$ cat config.mk
export PLATFORM = sky130hd
export DESIGN_NAME = pf_top
export DESIGN_NICKNAME = d
export VERILOG_FILES = /design/src/pf_pkg.sv /design/src/pf_snooper.sv /design/src/pf_packet_mem.sv /design/src/pf_decode.sv /design/src/pf_execute.sv /design/src/pf_forwarder.sv /design/src/pf_top.sv
export VERILOG_INCLUDE_DIRS = /design/src
export SDC_FILE = /design/constraint.sdc
export NUM_CORES = 2
export LEC_CHECK = 0
export BUFFER_PORTS_ARGS = -buffer_cell sky130_fd_sc_hd__buf_4
export CAP_MARGIN = 0
export CORE_MARGIN = 3
export CORE_UTILIZATION = 35
export DETAILED_ROUTE_END_ITERATION = 7
export GPL_TIMING_DRIVEN = 0
export PLACE_DENSITY = 0.45
export SYNTH_ARGS = -nofsm -noshare
export SYNTH_HDL_FRONTEND = slang
export SYNTH_SLANG_ARGS = --single-unit
$ cat constraint.sdc
create_clock -name clk -period 7.3 [get_ports clk]
set_input_delay 1.095 -clock clk [delete_from_list [all_inputs] [get_ports clk]]
set_output_delay 1.095 -clock clk [all_outputs]
set_load 0.05 [all_outputs]
$ cat src/pf_params.svh
/*
 Widths, depths and opcode values for the packet filter
*/
`ifndef PF_PARAMS_SVH
`define PF_PARAMS_SVH

// Stream and buffer
`define PF_DATA_W     32
`define PF_KEEP_W     4
`define PF_MEM_WORDS  64    // 256 bytes of packet
`define PF_MEM_AW     6
`define PF_LEN_W      9     // Byte length up to 256
`define PF_DROP_W     16

// Instruction memory
`define PF_INST_DEPTH 16
`define PF_INST_AW    4
`define PF_INST_W     64

// Opcodes, classic BPF encodings with absolute addressing
`define PF_OP_LDB     16'h0030
`define PF_OP_LDH     16'h0028
`define PF_OP_ANDK    16'h0054
`define PF_OP_JEQ     16'h0015
`define PF_OP_JGT     16'h0025
`define PF_OP_RET     16'h0006

`endif

$ cat src/pf_pkg.sv
/*
 Shared types: instruction word views, opcode enumeration, stream words
*/
`default_nettype none

`include "pf_params.svh"

package pf_pkg;

    typedef enum logic [15:0] {
        OP_LDB  = `PF_OP_LDB,
        OP_LDH  = `PF_OP_LDH,
        OP_ANDK = `PF_OP_ANDK,
        OP_JEQ  = `PF_OP_JEQ,
        OP_JGT  = `PF_OP_JGT,
        OP_RET  = `PF_OP_RET
    } bpf_op_e;

    // Jump view, branch offsets in the middle half-word
    typedef struct packed {
        logic [15:0] opcode;
        logic [7:0]  jt;
        logic [7:0]  jf;
        logic [31:0] k;
    } bpf_branch_t;

    // Load, AND and return view
    typedef struct packed {
        logic [15:0] opcode;
        logic [15:0] rsvd;
        logic [31:0] k;     // Offset, mask or verdict
    } bpf_plain_t;

    typedef union packed {
        bpf_branch_t br;
        bpf_plain_t  pl;
    } bpf_inst_u;

    typedef logic [`PF_DATA_W-1:0] data_word_t;
    typedef logic [`PF_KEEP_W-1:0] keep_t;
    typedef logic [`PF_LEN_W-1:0]  byte_len_t;
    typedef logic [`PF_DROP_W-1:0] drop_count_t;

endpackage

`default_nettype wire

$ cat src/pf_snooper.sv
/*
 Snoop stream capture into the packet buffer
 Byte length tracking and dropped packet count
*/
`timescale 1ns/1ns
`default_nettype none

`include "pf_params.svh"

module pf_snooper (
    input  wire                      clk,
    input  wire                      reset,
    input  pf_pkg::data_word_t       sn_data,
    input  pf_pkg::keep_t            sn_keep,
    input  wire                      sn_valid,
    input  wire                      sn_ready,
    input  wire                      sn_last,
    input  wire                      buf_busy,
    output logic                     wr_en,
    output logic [`PF_MEM_AW-1:0]    wr_addr,
    output pf_pkg::data_word_t       wr_data,
    output logic                     pkt_done,
    output pf_pkg::byte_len_t        pkt_len,
    output logic                     capture_start,
    output pf_pkg::drop_count_t      drop_count
);

    logic                  beat;
    logic                  first;     // First beat of a packet
    logic                  cap_beat;  // Beat that goes into the buffer
    logic                  in_pkt;
    logic                  cap_q;     // Current packet is captured, not dropped
    logic [`PF_MEM_AW:0]   widx;      // Saturates at one past the last word
    logic [2:0]            keep_cnt;

    assign beat          = sn_valid && sn_ready;   // Passive, never stalls the stream
    assign first         = beat && !in_pkt;
    assign capture_start = first && !buf_busy;
    assign cap_beat      = capture_start || (beat && in_pkt && cap_q);
    assign keep_cnt      = 3'($countones(sn_keep));  // Keep is packed from bit 0

    always_ff @(posedge clk) begin
        if (reset) begin
            in_pkt     <= 1'b0;
            cap_q      <= 1'b0;
            widx       <= '0;
            wr_en      <= 1'b0;
            pkt_done   <= 1'b0;
            drop_count <= '0;
        end else begin
            if (beat)
                in_pkt <= !sn_last;
            if (first)
                cap_q <= !buf_busy;
            if (first && buf_busy)
                drop_count <= drop_count + 1;  // Once per dropped packet
            if (beat && sn_last)
                widx <= '0;
            else if (cap_beat && !widx[`PF_MEM_AW])
                widx <= widx + 1;
            wr_en    <= cap_beat && !widx[`PF_MEM_AW];  // Beyond 256 bytes is discarded
            pkt_done <= cap_beat && sn_last;
        end
    end

    // Write one cycle behind the beat
    always_ff @(posedge clk) begin
        wr_addr <= widx[`PF_MEM_AW-1:0];
        wr_data <= sn_data;
        if (cap_beat && sn_last) begin
            if (widx[`PF_MEM_AW])
                pkt_len <= pf_pkg::byte_len_t'(`PF_MEM_WORDS * 4);  // Truncated packet
            else
                pkt_len <= pf_pkg::byte_len_t'({widx[`PF_MEM_AW-1:0], 2'b00})
                         + pf_pkg::byte_len_t'(keep_cnt);
        end
    end

endmodule

`default_nettype wire

$ cat src/pf_packet_mem.sv
/*
 Packet buffer, one write port and two registered read ports
*/
`timescale 1ns/1ns
`default_nettype none

`include "pf_params.svh"

module pf_packet_mem (
    input  wire                      clk,
    input  wire                      wr_en,
    input  wire [`PF_MEM_AW-1:0]     wr_addr,
    input  pf_pkg::data_word_t       wr_data,
    input  wire [`PF_MEM_AW-1:0]     rd_a_addr,
    input  wire [`PF_MEM_AW-1:0]     rd_b_addr,
    output pf_pkg::data_word_t       rd_a_data,
    output pf_pkg::data_word_t       rd_b_data
);

    // Byte 0 of the packet lands in bits 7:0 of word 0
    pf_pkg::data_word_t mem [`PF_MEM_WORDS];

    always_ff @(posedge clk) begin
        if (wr_en)
            mem[wr_addr] <= wr_data;
        rd_a_data <= mem[rd_a_addr];   // Filter core side
        rd_b_data <= mem[rd_b_addr];   // Forwarder side
    end

endmodule

`default_nettype wire

$ cat src/pf_decode.sv
/*
 Instruction memory with registered fetch and combinational decode
*/
`timescale 1ns/1ns
`default_nettype none

`include "pf_params.svh"

module pf_decode (
    input  wire                      clk,
    input  wire                      inst_wr_en,
    input  wire [`PF_INST_AW-1:0]    inst_wr_addr,
    input  pf_pkg::bpf_inst_u        inst_wr_data,
    input  wire                      fetch_en,
    input  wire [`PF_INST_AW-1:0]    fetch_addr,
    output pf_pkg::bpf_op_e          op,
    output logic [31:0]              k,
    output logic [7:0]               jt,
    output logic [7:0]               jf,
    output logic                     is_load,
    output logic                     is_jump,
    output logic                     is_ret
);

    pf_pkg::bpf_inst_u imem [`PF_INST_DEPTH];
    pf_pkg::bpf_inst_u inst_q;   // Held until the next fetch

    always_ff @(posedge clk) begin
        if (inst_wr_en)
            imem[inst_wr_addr] <= inst_wr_data;
        if (fetch_en)
            inst_q <= imem[fetch_addr];
    end

    always_comb begin
        op      = pf_pkg::bpf_op_e'(inst_q.pl.opcode);
        k       = inst_q.pl.k;
        jt      = '0;
        jf      = '0;
        is_load = 1'b0;
        is_jump = 1'b0;
        is_ret  = 1'b0;
        case (inst_q.pl.opcode)
            pf_pkg::OP_LDB, pf_pkg::OP_LDH: is_load = 1'b1;
            pf_pkg::OP_ANDK: ;                        // Mask in k
            pf_pkg::OP_JEQ, pf_pkg::OP_JGT: begin
                is_jump = 1'b1;
                jt      = inst_q.br.jt;
                jf      = inst_q.br.jf;
            end
            pf_pkg::OP_RET: is_ret = 1'b1;
            default: begin
                // Unknown code acts as a reject return
                op     = pf_pkg::OP_RET;
                k      = '0;
                is_ret = 1'b1;
            end
        endcase
    end

endmodule

`default_nettype wire

$ cat src/pf_execute.sv
/*
 Filter core FSM: program counter, accumulator, loads, jumps, verdict
*/
`timescale 1ns/1ns
`default_nettype none

`include "pf_params.svh"

module pf_execute (
    input  wire                      clk,
    input  wire                      reset,
    input  wire                      pkt_done,
    input  pf_pkg::byte_len_t        pkt_len,
    input  pf_pkg::bpf_op_e          op,
    input  wire [31:0]               k,
    input  wire [7:0]                jt,
    input  wire [7:0]                jf,
    input  wire                      is_load,
    input  wire                      is_jump,
    input  wire                      is_ret,
    input  pf_pkg::data_word_t       rd_a_data,
    output logic                     fetch_en,
    output logic [`PF_INST_AW-1:0]   fetch_addr,
    output logic [`PF_MEM_AW-1:0]    rd_a_addr,
    output logic                     verdict_valid,
    output logic                     verdict_accept
);

    typedef enum logic [2:0] {S_IDLE, S_FETCH, S_EXEC, S_LDWAIT, S_VERDICT} state_e;

    state_e                 state;
    logic [`PF_INST_AW-1:0] pc;
    logic [31:0]            acc;
    logic                   accept_q;
    logic                   split_q;    // High byte of a straddling half-word is in acc
    logic                   half;
    logic                   straddle;
    logic                   ld_oob;
    logic                   taken;
    logic [8:0]             next_pc;    // Wide enough for pc + 1 + 255
    logic                   pc_over;
    logic [7:0]             ld_b0;
    logic [7:0]             ld_b1;

    assign half     = (op == pf_pkg::OP_LDH);
    assign straddle = half && (k[1:0] == 2'd3);   // Half-word spans two buffer words
    assign ld_oob   = ({1'b0, k} + 33'(half)) >= 33'(pkt_len);
    assign ld_b0    = rd_a_data[{k[1:0], 3'b000} +: 8];
    assign ld_b1    = rd_a_data[{k[1:0] + 2'd1, 3'b000} +: 8];

    always_comb begin
        taken   = (op == pf_pkg::OP_JEQ) ? (acc == k) : (acc > k);   // Unsigned
        next_pc = 9'(pc) + 9'd1;
        if (is_jump)
            next_pc = next_pc + 9'(taken ? jt : jf);
        pc_over = next_pc >= 9'(`PF_INST_DEPTH);   // Ran off the program
    end

    assign fetch_en       = (state == S_FETCH);
    assign fetch_addr     = pc;
    assign rd_a_addr      = k[`PF_MEM_AW+1:2] + `PF_MEM_AW'(state == S_LDWAIT);
    assign verdict_valid  = (state == S_VERDICT);
    assign verdict_accept = accept_q;

    always_ff @(posedge clk) begin
        if (reset) begin
            state    <= S_IDLE;
            pc       <= '0;
            acc      <= '0;
            accept_q <= 1'b0;
            split_q  <= 1'b0;
        end else begin
            case (state)
                S_IDLE: if (pkt_done) begin
                    pc    <= '0;
                    acc   <= '0;
                    state <= S_FETCH;
                end
                S_FETCH: state <= S_EXEC;     // Instruction word valid next cycle
                S_EXEC: begin
                    if (is_ret) begin
                        accept_q <= (k != 32'd0);
                        state    <= S_VERDICT;
                    end else if (is_load) begin
                        accept_q <= 1'b0;
                        state    <= ld_oob ? S_VERDICT : S_LDWAIT;
                    end else begin
                        if (op == pf_pkg::OP_ANDK)
                            acc <= acc & k;
                        accept_q <= 1'b0;
                        pc       <= next_pc[`PF_INST_AW-1:0];
                        state    <= pc_over ? S_VERDICT : S_FETCH;
                    end
                end
                S_LDWAIT: begin
                    if (!half)
                        acc <= {24'd0, ld_b0};
                    else if (!straddle)
                        acc <= {16'd0, ld_b0, ld_b1};       // Big-endian
                    else if (!split_q)
                        acc <= {24'd0, rd_a_data[31:24]};   // Next word arrives next cycle
                    else
                        acc <= {16'd0, acc[7:0], rd_a_data[7:0]};
                    if (straddle && !split_q) begin
                        split_q <= 1'b1;
                    end else begin
                        split_q <= 1'b0;
                        pc      <= next_pc[`PF_INST_AW-1:0];
                        state   <= pc_over ? S_VERDICT : S_FETCH;
                    end
                end
                default: state <= S_IDLE;     // Verdict pulse lasts one cycle
            endcase
        end
    end

endmodule

`default_nettype wire

$ cat src/pf_forwarder.sv
/*
 Streams an accepted packet out of the buffer
 One read ahead plus a holding register for back-pressure
*/
`timescale 1ns/1ns
`default_nettype none

`include "pf_params.svh"

module pf_forwarder (
    input  wire                      clk,
    input  wire                      reset,
    input  wire                      verdict_valid,
    input  wire                      verdict_accept,
    input  pf_pkg::byte_len_t        pkt_len,
    input  pf_pkg::data_word_t       rd_b_data,
    input  wire                      out_ready,
    output logic [`PF_MEM_AW-1:0]    rd_b_addr,
    output pf_pkg::data_word_t       out_data,
    output pf_pkg::keep_t            out_keep,
    output logic                     out_last,
    output logic                     out_valid,
    output logic                     fwd_done
);

    logic                 start;
    logic                 active;
    pf_pkg::byte_len_t    len_q;
    pf_pkg::byte_len_t    len_eff;
    pf_pkg::byte_len_t    len_up;
    logic [`PF_MEM_AW:0]  nwords;
    logic [`PF_MEM_AW:0]  cnt;        // Words read so far
    pf_pkg::keep_t        last_keep;
    pf_pkg::keep_t        arr_keep;
    logic                 issue;
    logic                 rd_pend;    // rd_b_data holds a word this cycle
    logic                 pend_last;
    logic                 hold_valid;
    logic                 hold_last;
    pf_pkg::data_word_t   hold_data;
    logic                 out_load;

    assign start   = verdict_valid && verdict_accept;
    assign len_eff = start ? pkt_len : len_q;   // First read goes out in the verdict cycle
    assign len_up  = len_eff + 3;
    assign nwords  = len_up[`PF_LEN_W-1:2];

    always_comb begin
        case (len_q[1:0])
            2'd1:    last_keep = 4'b0001;
            2'd2:    last_keep = 4'b0011;
            2'd3:    last_keep = 4'b0111;
            default: last_keep = 4'b1111;
        endcase
    end

    // Never more words in flight than out and hold can absorb
    assign issue     = (start || active) && (cnt < nwords) && !hold_valid
                     && !(rd_pend && out_valid && !out_ready);
    assign rd_b_addr = cnt[`PF_MEM_AW-1:0];
    assign arr_keep  = pend_last ? last_keep : '1;
    assign out_load  = !out_valid || out_ready;
    assign fwd_done  = out_valid && out_ready && out_last;

    always_ff @(posedge clk) begin
        if (reset) begin
            active     <= 1'b0;
            cnt        <= '0;
            rd_pend    <= 1'b0;
            hold_valid <= 1'b0;
            out_valid  <= 1'b0;
        end else begin
            if (start)
                active <= 1'b1;
            else if (fwd_done)
                active <= 1'b0;
            if (fwd_done)
                cnt <= '0;
            else if (issue)
                cnt <= cnt + 1;
            rd_pend <= issue;
            if (out_load) begin
                out_valid  <= hold_valid || rd_pend;
                hold_valid <= 1'b0;
            end else if (rd_pend) begin
                hold_valid <= 1'b1;    // Output stalled, park the word
            end
        end
    end

    always_ff @(posedge clk) begin
        if (start)
            len_q <= pkt_len;
        if (issue)
            pend_last <= (cnt + 1 == nwords);
        if (out_load) begin
            if (hold_valid) begin
                out_data <= hold_data;
                out_last <= hold_last;
                out_keep <= hold_last ? last_keep : '1;
            end else if (rd_pend) begin
                out_data <= rd_b_data;
                out_last <= pend_last;
                out_keep <= arr_keep;
            end
        end else if (rd_pend) begin
            hold_data <= rd_b_data;
            hold_last <= pend_last;
        end
    end

endmodule

`default_nettype wire

$ cat src/pf_top.sv
/*
 Packet filter top: snooper, buffer, core and forwarder
 Owns the buffer-busy flag and the latched packet length
*/
`timescale 1ns/1ns
`default_nettype none

`include "pf_params.svh"

module pf_top (
    input  wire                      clk,
    input  wire                      reset,
    input  pf_pkg::data_word_t       sn_data,
    input  pf_pkg::keep_t            sn_keep,
    input  wire                      sn_valid,
    input  wire                      sn_ready,
    input  wire                      sn_last,
    input  wire                      out_ready,
    input  wire                      inst_wr_en,
    input  wire [`PF_INST_AW-1:0]    inst_wr_addr,
    input  pf_pkg::bpf_inst_u        inst_wr_data,
    output pf_pkg::data_word_t       out_data,
    output pf_pkg::keep_t            out_keep,
    output logic                     out_last,
    output logic                     out_valid,
    output pf_pkg::drop_count_t      drop_count
);

    logic                   wr_en;
    logic [`PF_MEM_AW-1:0]  wr_addr;
    pf_pkg::data_word_t     wr_data;
    logic                   pkt_done;
    pf_pkg::byte_len_t      pkt_len;
    pf_pkg::byte_len_t      len_q;
    logic                   capture_start;
    logic                   buf_busy;
    logic [`PF_MEM_AW-1:0]  rd_a_addr;
    logic [`PF_MEM_AW-1:0]  rd_b_addr;
    pf_pkg::data_word_t     rd_a_data;
    pf_pkg::data_word_t     rd_b_data;
    logic                   inst_we;
    logic                   fetch_en;
    logic [`PF_INST_AW-1:0] fetch_addr;
    pf_pkg::bpf_op_e        op;
    logic [31:0]            k;
    logic [7:0]             jt;
    logic [7:0]             jf;
    logic                   is_load;
    logic                   is_jump;
    logic                   is_ret;
    logic                   verdict_valid;
    logic                   verdict_accept;
    logic                   fwd_done;

    // Free buffer means the core is idle too
    assign inst_we = inst_wr_en && (reset || !buf_busy);

    always_ff @(posedge clk) begin
        if (reset)
            buf_busy <= 1'b0;
        else if (capture_start)
            buf_busy <= 1'b1;
        else if ((verdict_valid && !verdict_accept) || fwd_done)
            buf_busy <= 1'b0;   // Rejected or fully sent
    end

    always_ff @(posedge clk) begin
        if (pkt_done)
            len_q <= pkt_len;
    end

    pf_snooper i_snooper (
        .clk, .reset, .sn_data, .sn_keep, .sn_valid, .sn_ready, .sn_last, .buf_busy,
        .wr_en, .wr_addr, .wr_data, .pkt_done, .pkt_len, .capture_start, .drop_count
    );

    pf_packet_mem i_packet_mem (
        .clk, .wr_en, .wr_addr, .wr_data, .rd_a_addr, .rd_b_addr, .rd_a_data, .rd_b_data
    );

    pf_decode i_decode (
        .clk, .inst_wr_en(inst_we), .inst_wr_addr, .inst_wr_data, .fetch_en, .fetch_addr,
        .op, .k, .jt, .jf, .is_load, .is_jump, .is_ret
    );

    pf_execute i_execute (
        .clk, .reset, .pkt_done, .pkt_len(len_q), .op, .k, .jt, .jf, .is_load, .is_jump,
        .is_ret, .rd_a_data, .fetch_en, .fetch_addr, .rd_a_addr, .verdict_valid,
        .verdict_accept
    );

    pf_forwarder i_forwarder (
        .clk, .reset, .verdict_valid, .verdict_accept, .pkt_len(len_q), .rd_b_data,
        .out_ready, .rd_b_addr, .out_data, .out_keep, .out_last, .out_valid, .fwd_done
    );

endmodule

`default_nettype wire

==> results.yml <==
yosys:
  synth_seq_cells: 3415
  postSynthAreaPerCell_um2: 22.3
  syn_area_um2: 147000
  syn_nets: 6805
  synth_top_flop_cell: "edfxtp_1"
  postSynthCellCount: 6590
  synthDistinctLibCells: 74
  ys_warn_count: 0
  synth_edf_count: 3224
  synth-seq-area-share_pct: 68.5
  ys_async_sr_fraction_pct: 0
clocking:
  htree_levels: 5
  cts_root_buffer: "clkbuf_16"
  cts_tree: "yes"
  clkTransAtPathRegs_ps: 60
  hold_buffers: 0
  insertion_delay_ps: 980
  cts.sinks: 3415
  clockBufferDepth: 4
  numCtsBuffers: 387
hold_path:
  min_path_type: "in2reg"
  hp-start: "sn_data[17]"
status:
  outcome: "finished with violations"
  violations: "max-capacitance violations, max-slew violations"
placed_design:
  placed_area_um2: 161000
  io_buffers: 163
  dpl.hpwl_um: 405000
  gp_congestion: 0.849
final_layout:
  syn2layout_area_growth_pct: 18.6
  fin_area_um2: 174000
  layout_common_cells: "3224 x edfxtp_1, 1661 x mux4_2, 399 x clkbuf_16"
  drive_above_1_share_pct: 39.7
  fillers: 36504
  final_common_cell: "edfxtp_1"
  layout.nets: 7640
route:
  route.detailed.drc: 0
  vias: 80249
  drtIter0Drc: 10798
  ant_nets: 0
  first_pass_iters: 5
  wl_per_cell_um: 42.4
  routed_wirelength_um: 567000
  post_drt_via_cell_ratio: 6.00
sta:
  hold_violations: 0
  setup_viol: 0
  fmax_mhz: 140
  fin_crit_sh_pct: 97.7
  tightest_slew_ps: 1560
  fin_tns_setup_ps: 0
  slew_viol_final: 59
  clock_skew_ps: 67.4
  slew_headroom_pct: -3.76
  period_needed_ps: 7130
grt:
  antenna_found_initial: 79
  grt_pass1_vias: 80859
  grt_first_pass_wirelength_um: 750000
  grt-ovfl-total: 0
  grt_max_degree: 65
  grt.total_usage_pct: 26.3
die:
  rows: 237
  fp.dieH_um: 654
  fp.dieW_um: 654
  ios: 165
  core_um2: 418000
  dieArea_um2: 428000
  initial_utilization_pct: 35.2
setup_path:
  setup.worst_path.start_class: "register"
  cp-startpoint: "i_decode.inst_q[63]"
  crit_fanout: 12
  cp_data_required_time_ps: 8060
  critPathCaptureType: "register"
  critPathArrivalTime_ps: 7890
  path_class: "reg2reg"
  r2r_start: "i_decode.inst_q[63]"
power_and_ir_drop:
  powerDensity_nw_per_um2: 241
  vdd_drop_max_mv: 0.201
  cellLeakagePower_nw: 52.8
job:
  maxCapViolCount: 6
-- sequential cells by signal (all words and copies together), names as in the netlist, 3 cells and up --
| name | flops |
|---|---|
| i_execute.state | 3 |
| i_execute.fetch_addr | 4 |
| i_forwarder.hold_data | 32 |
| i_forwarder.len_q | 9 |
| i_snooper.wr_data | 32 |
| i_packet_mem.rd_b_data | 32 |
| i_execute.acc | 32 |
| i_packet_mem.rd_a_data | 32 |
| i_decode.inst_q | 64 |
| i_snooper.drop_count | 16 |
| i_snooper.pkt_len | 9 |
| len_q | 9 |
| i_forwarder.out_data | 32 |
| i_decode.imem | 1024 |
| i_snooper.widx | 7 |
| i_forwarder.cnt | 7 |
| i_snooper.wr_addr | 6 |
| i_forwarder.out_keep | 3 |
| i_packet_mem.mem | 2048 |
-- per-layer routing --
| metal | routed length (um) | up-vias | global-route usage, % |
|---|---|---|---|
| met5 | 243 | - | 0 |
| met4 | 27000 | 38 | 11.7 |
| met3 | 42700 | 971 | 5.30 |
| met2 | 278000 | 3786 | 43.3 |
| met1 | 219000 | 44871 | 33.8 |
| li1 | - | 30583 | - |
-- kinds of logic (layout without fill, tap and decap cells) --
logic type	Yosys count	count (layout)	share of synthesized area, %
XOR/XNOR	71	71	0.428
AND/OR/NAND/NOR	532	532	1.74
AO/OA/AOI/OAI	192	192	0.805
flip-flops	3415	3415	68.5
multiplexers	1769	1769	26.2
buffers and inverters	506	1672	1.42
adder cells (fa/ha/maj)	104	104	0.896
other	1	131	0.00255
-- worst paths after layout --
check | endpoint | slack [ps] | depth (start not counted)
max | i_packet_mem.rd_a_data[24] | 170 | 15
min | i_snooper.wr_data[17] | 240 | 1
max reg2reg | i_packet_mem.rd_a_data[24] | 170 | 15
min reg2reg | i_snooper.wr_addr[3] | 360 | 0
-- final cells by class --
| cell class | count | area, um^2 | area share (%) |
|---|---|---|---|
| Buffer | 435 | 2050 | 1.17 |
| Clock inverter | 219 | 2080 | 1.19 |
| Tap cell | 5497 | 6880 | 3.95 |
| Multi-Input combinational cell | 2669 | 45000 | 25.8 |
| Sequential cell | 3415 | 101000 | 57.7 |
| Timing Repair Buffer | 447 | 6490 | 3.73 |
| Inverter | 70 | 263 | 0.151 |
| Clock buffer | 501 | 10600 | 6.07 |
| Antenna cell | 130 | 325 | 0.187 |
-- cell usage after synthesis, types with 3 or more instances --
master,count,area share [%]
buf_1,82,0.21
mux4_2,1661,25
and2_1,5,0.021
o211ai_1,13,0.066
buf_4,3,0.015
o2111ai_1,9,0.054
nand3b_1,6,0.031
buf_2,33,0.11
nand2b_1,17,0.072
nand4_1,30,0.13
o31ai_1,4,0.020
nor4_1,13,0.055
a21oi_1,61,0.21
o21a_1,5,0.026
xnor2_1,31,0.18
dfxtp_1,191,2.6
a31oi_1,4,0.017
mux2_2,59,0.45
buf_6,18,0.14
nor2_1,178,0.45
nor3_1,28,0.095
ha_1,102,0.87
inv_1,68,0.17
and3_1,15,0.064
or3_1,9,0.038
mux2i_1,49,0.33
a211o_1,3,0.018
o21ai_0,59,0.20
nor4bb_1,3,0.020
edfxtp_1,3224,66
nand2_1,119,0.30
a221oi_1,9,0.054
clkbuf_1,299,0.76
nor2b_1,16,0.068
or2_2,7,0.030
xor2_1,39,0.23
nand3_1,68,0.23
-- power breakdown --
part / internal [W] / leakage [nW] / switching (W) / total, W
Clock: 0.0114 / 6.16 / 0.00826 / 0.0196
Combinational: 0.000212 / 16.0 / 0.000464 / 0.000677
Sequential: 0.0215 / 30.6 / 0.000120 / 0.0216
-- metrics by stage --
step                setup slack, ps  hold slack [ps]  utilization [%]  cells  total power [W]
global placement              -7230              348             37.1  12250           0.0227
global route                  -15.1              167             41.7  13367           0.0431
CTS                            17.6              132             41.7  13248           0.0423
detailed placement            -2470              359             38.6  12523           0.0227
finish                          171              239             41.8  13383           0.0420
floorplan                       778              329                -   6590           0.0222
-- worst max-delay path: stages (launching register included) --
cell and delay, ps:
edfxtp_1 420, or4_4 560, nor4_4 240, a32o_2 370, buf_12 180, clkbuf_8 190
nand2_1 140, inv_1 180, ha_1 240, ha_1 150, clkbuf_1 630, clkbuf_1 960
clkbuf_1 990, mux4_2 430, mux4_2 490, mux4_2 720
-- what timing repair did --
item	CTS	global route
pin swaps	6	6
resized for setup	62	12
setup endpoints to repair	38	4
setup buffers	6	4
Power figures use the tool's default switching activity.
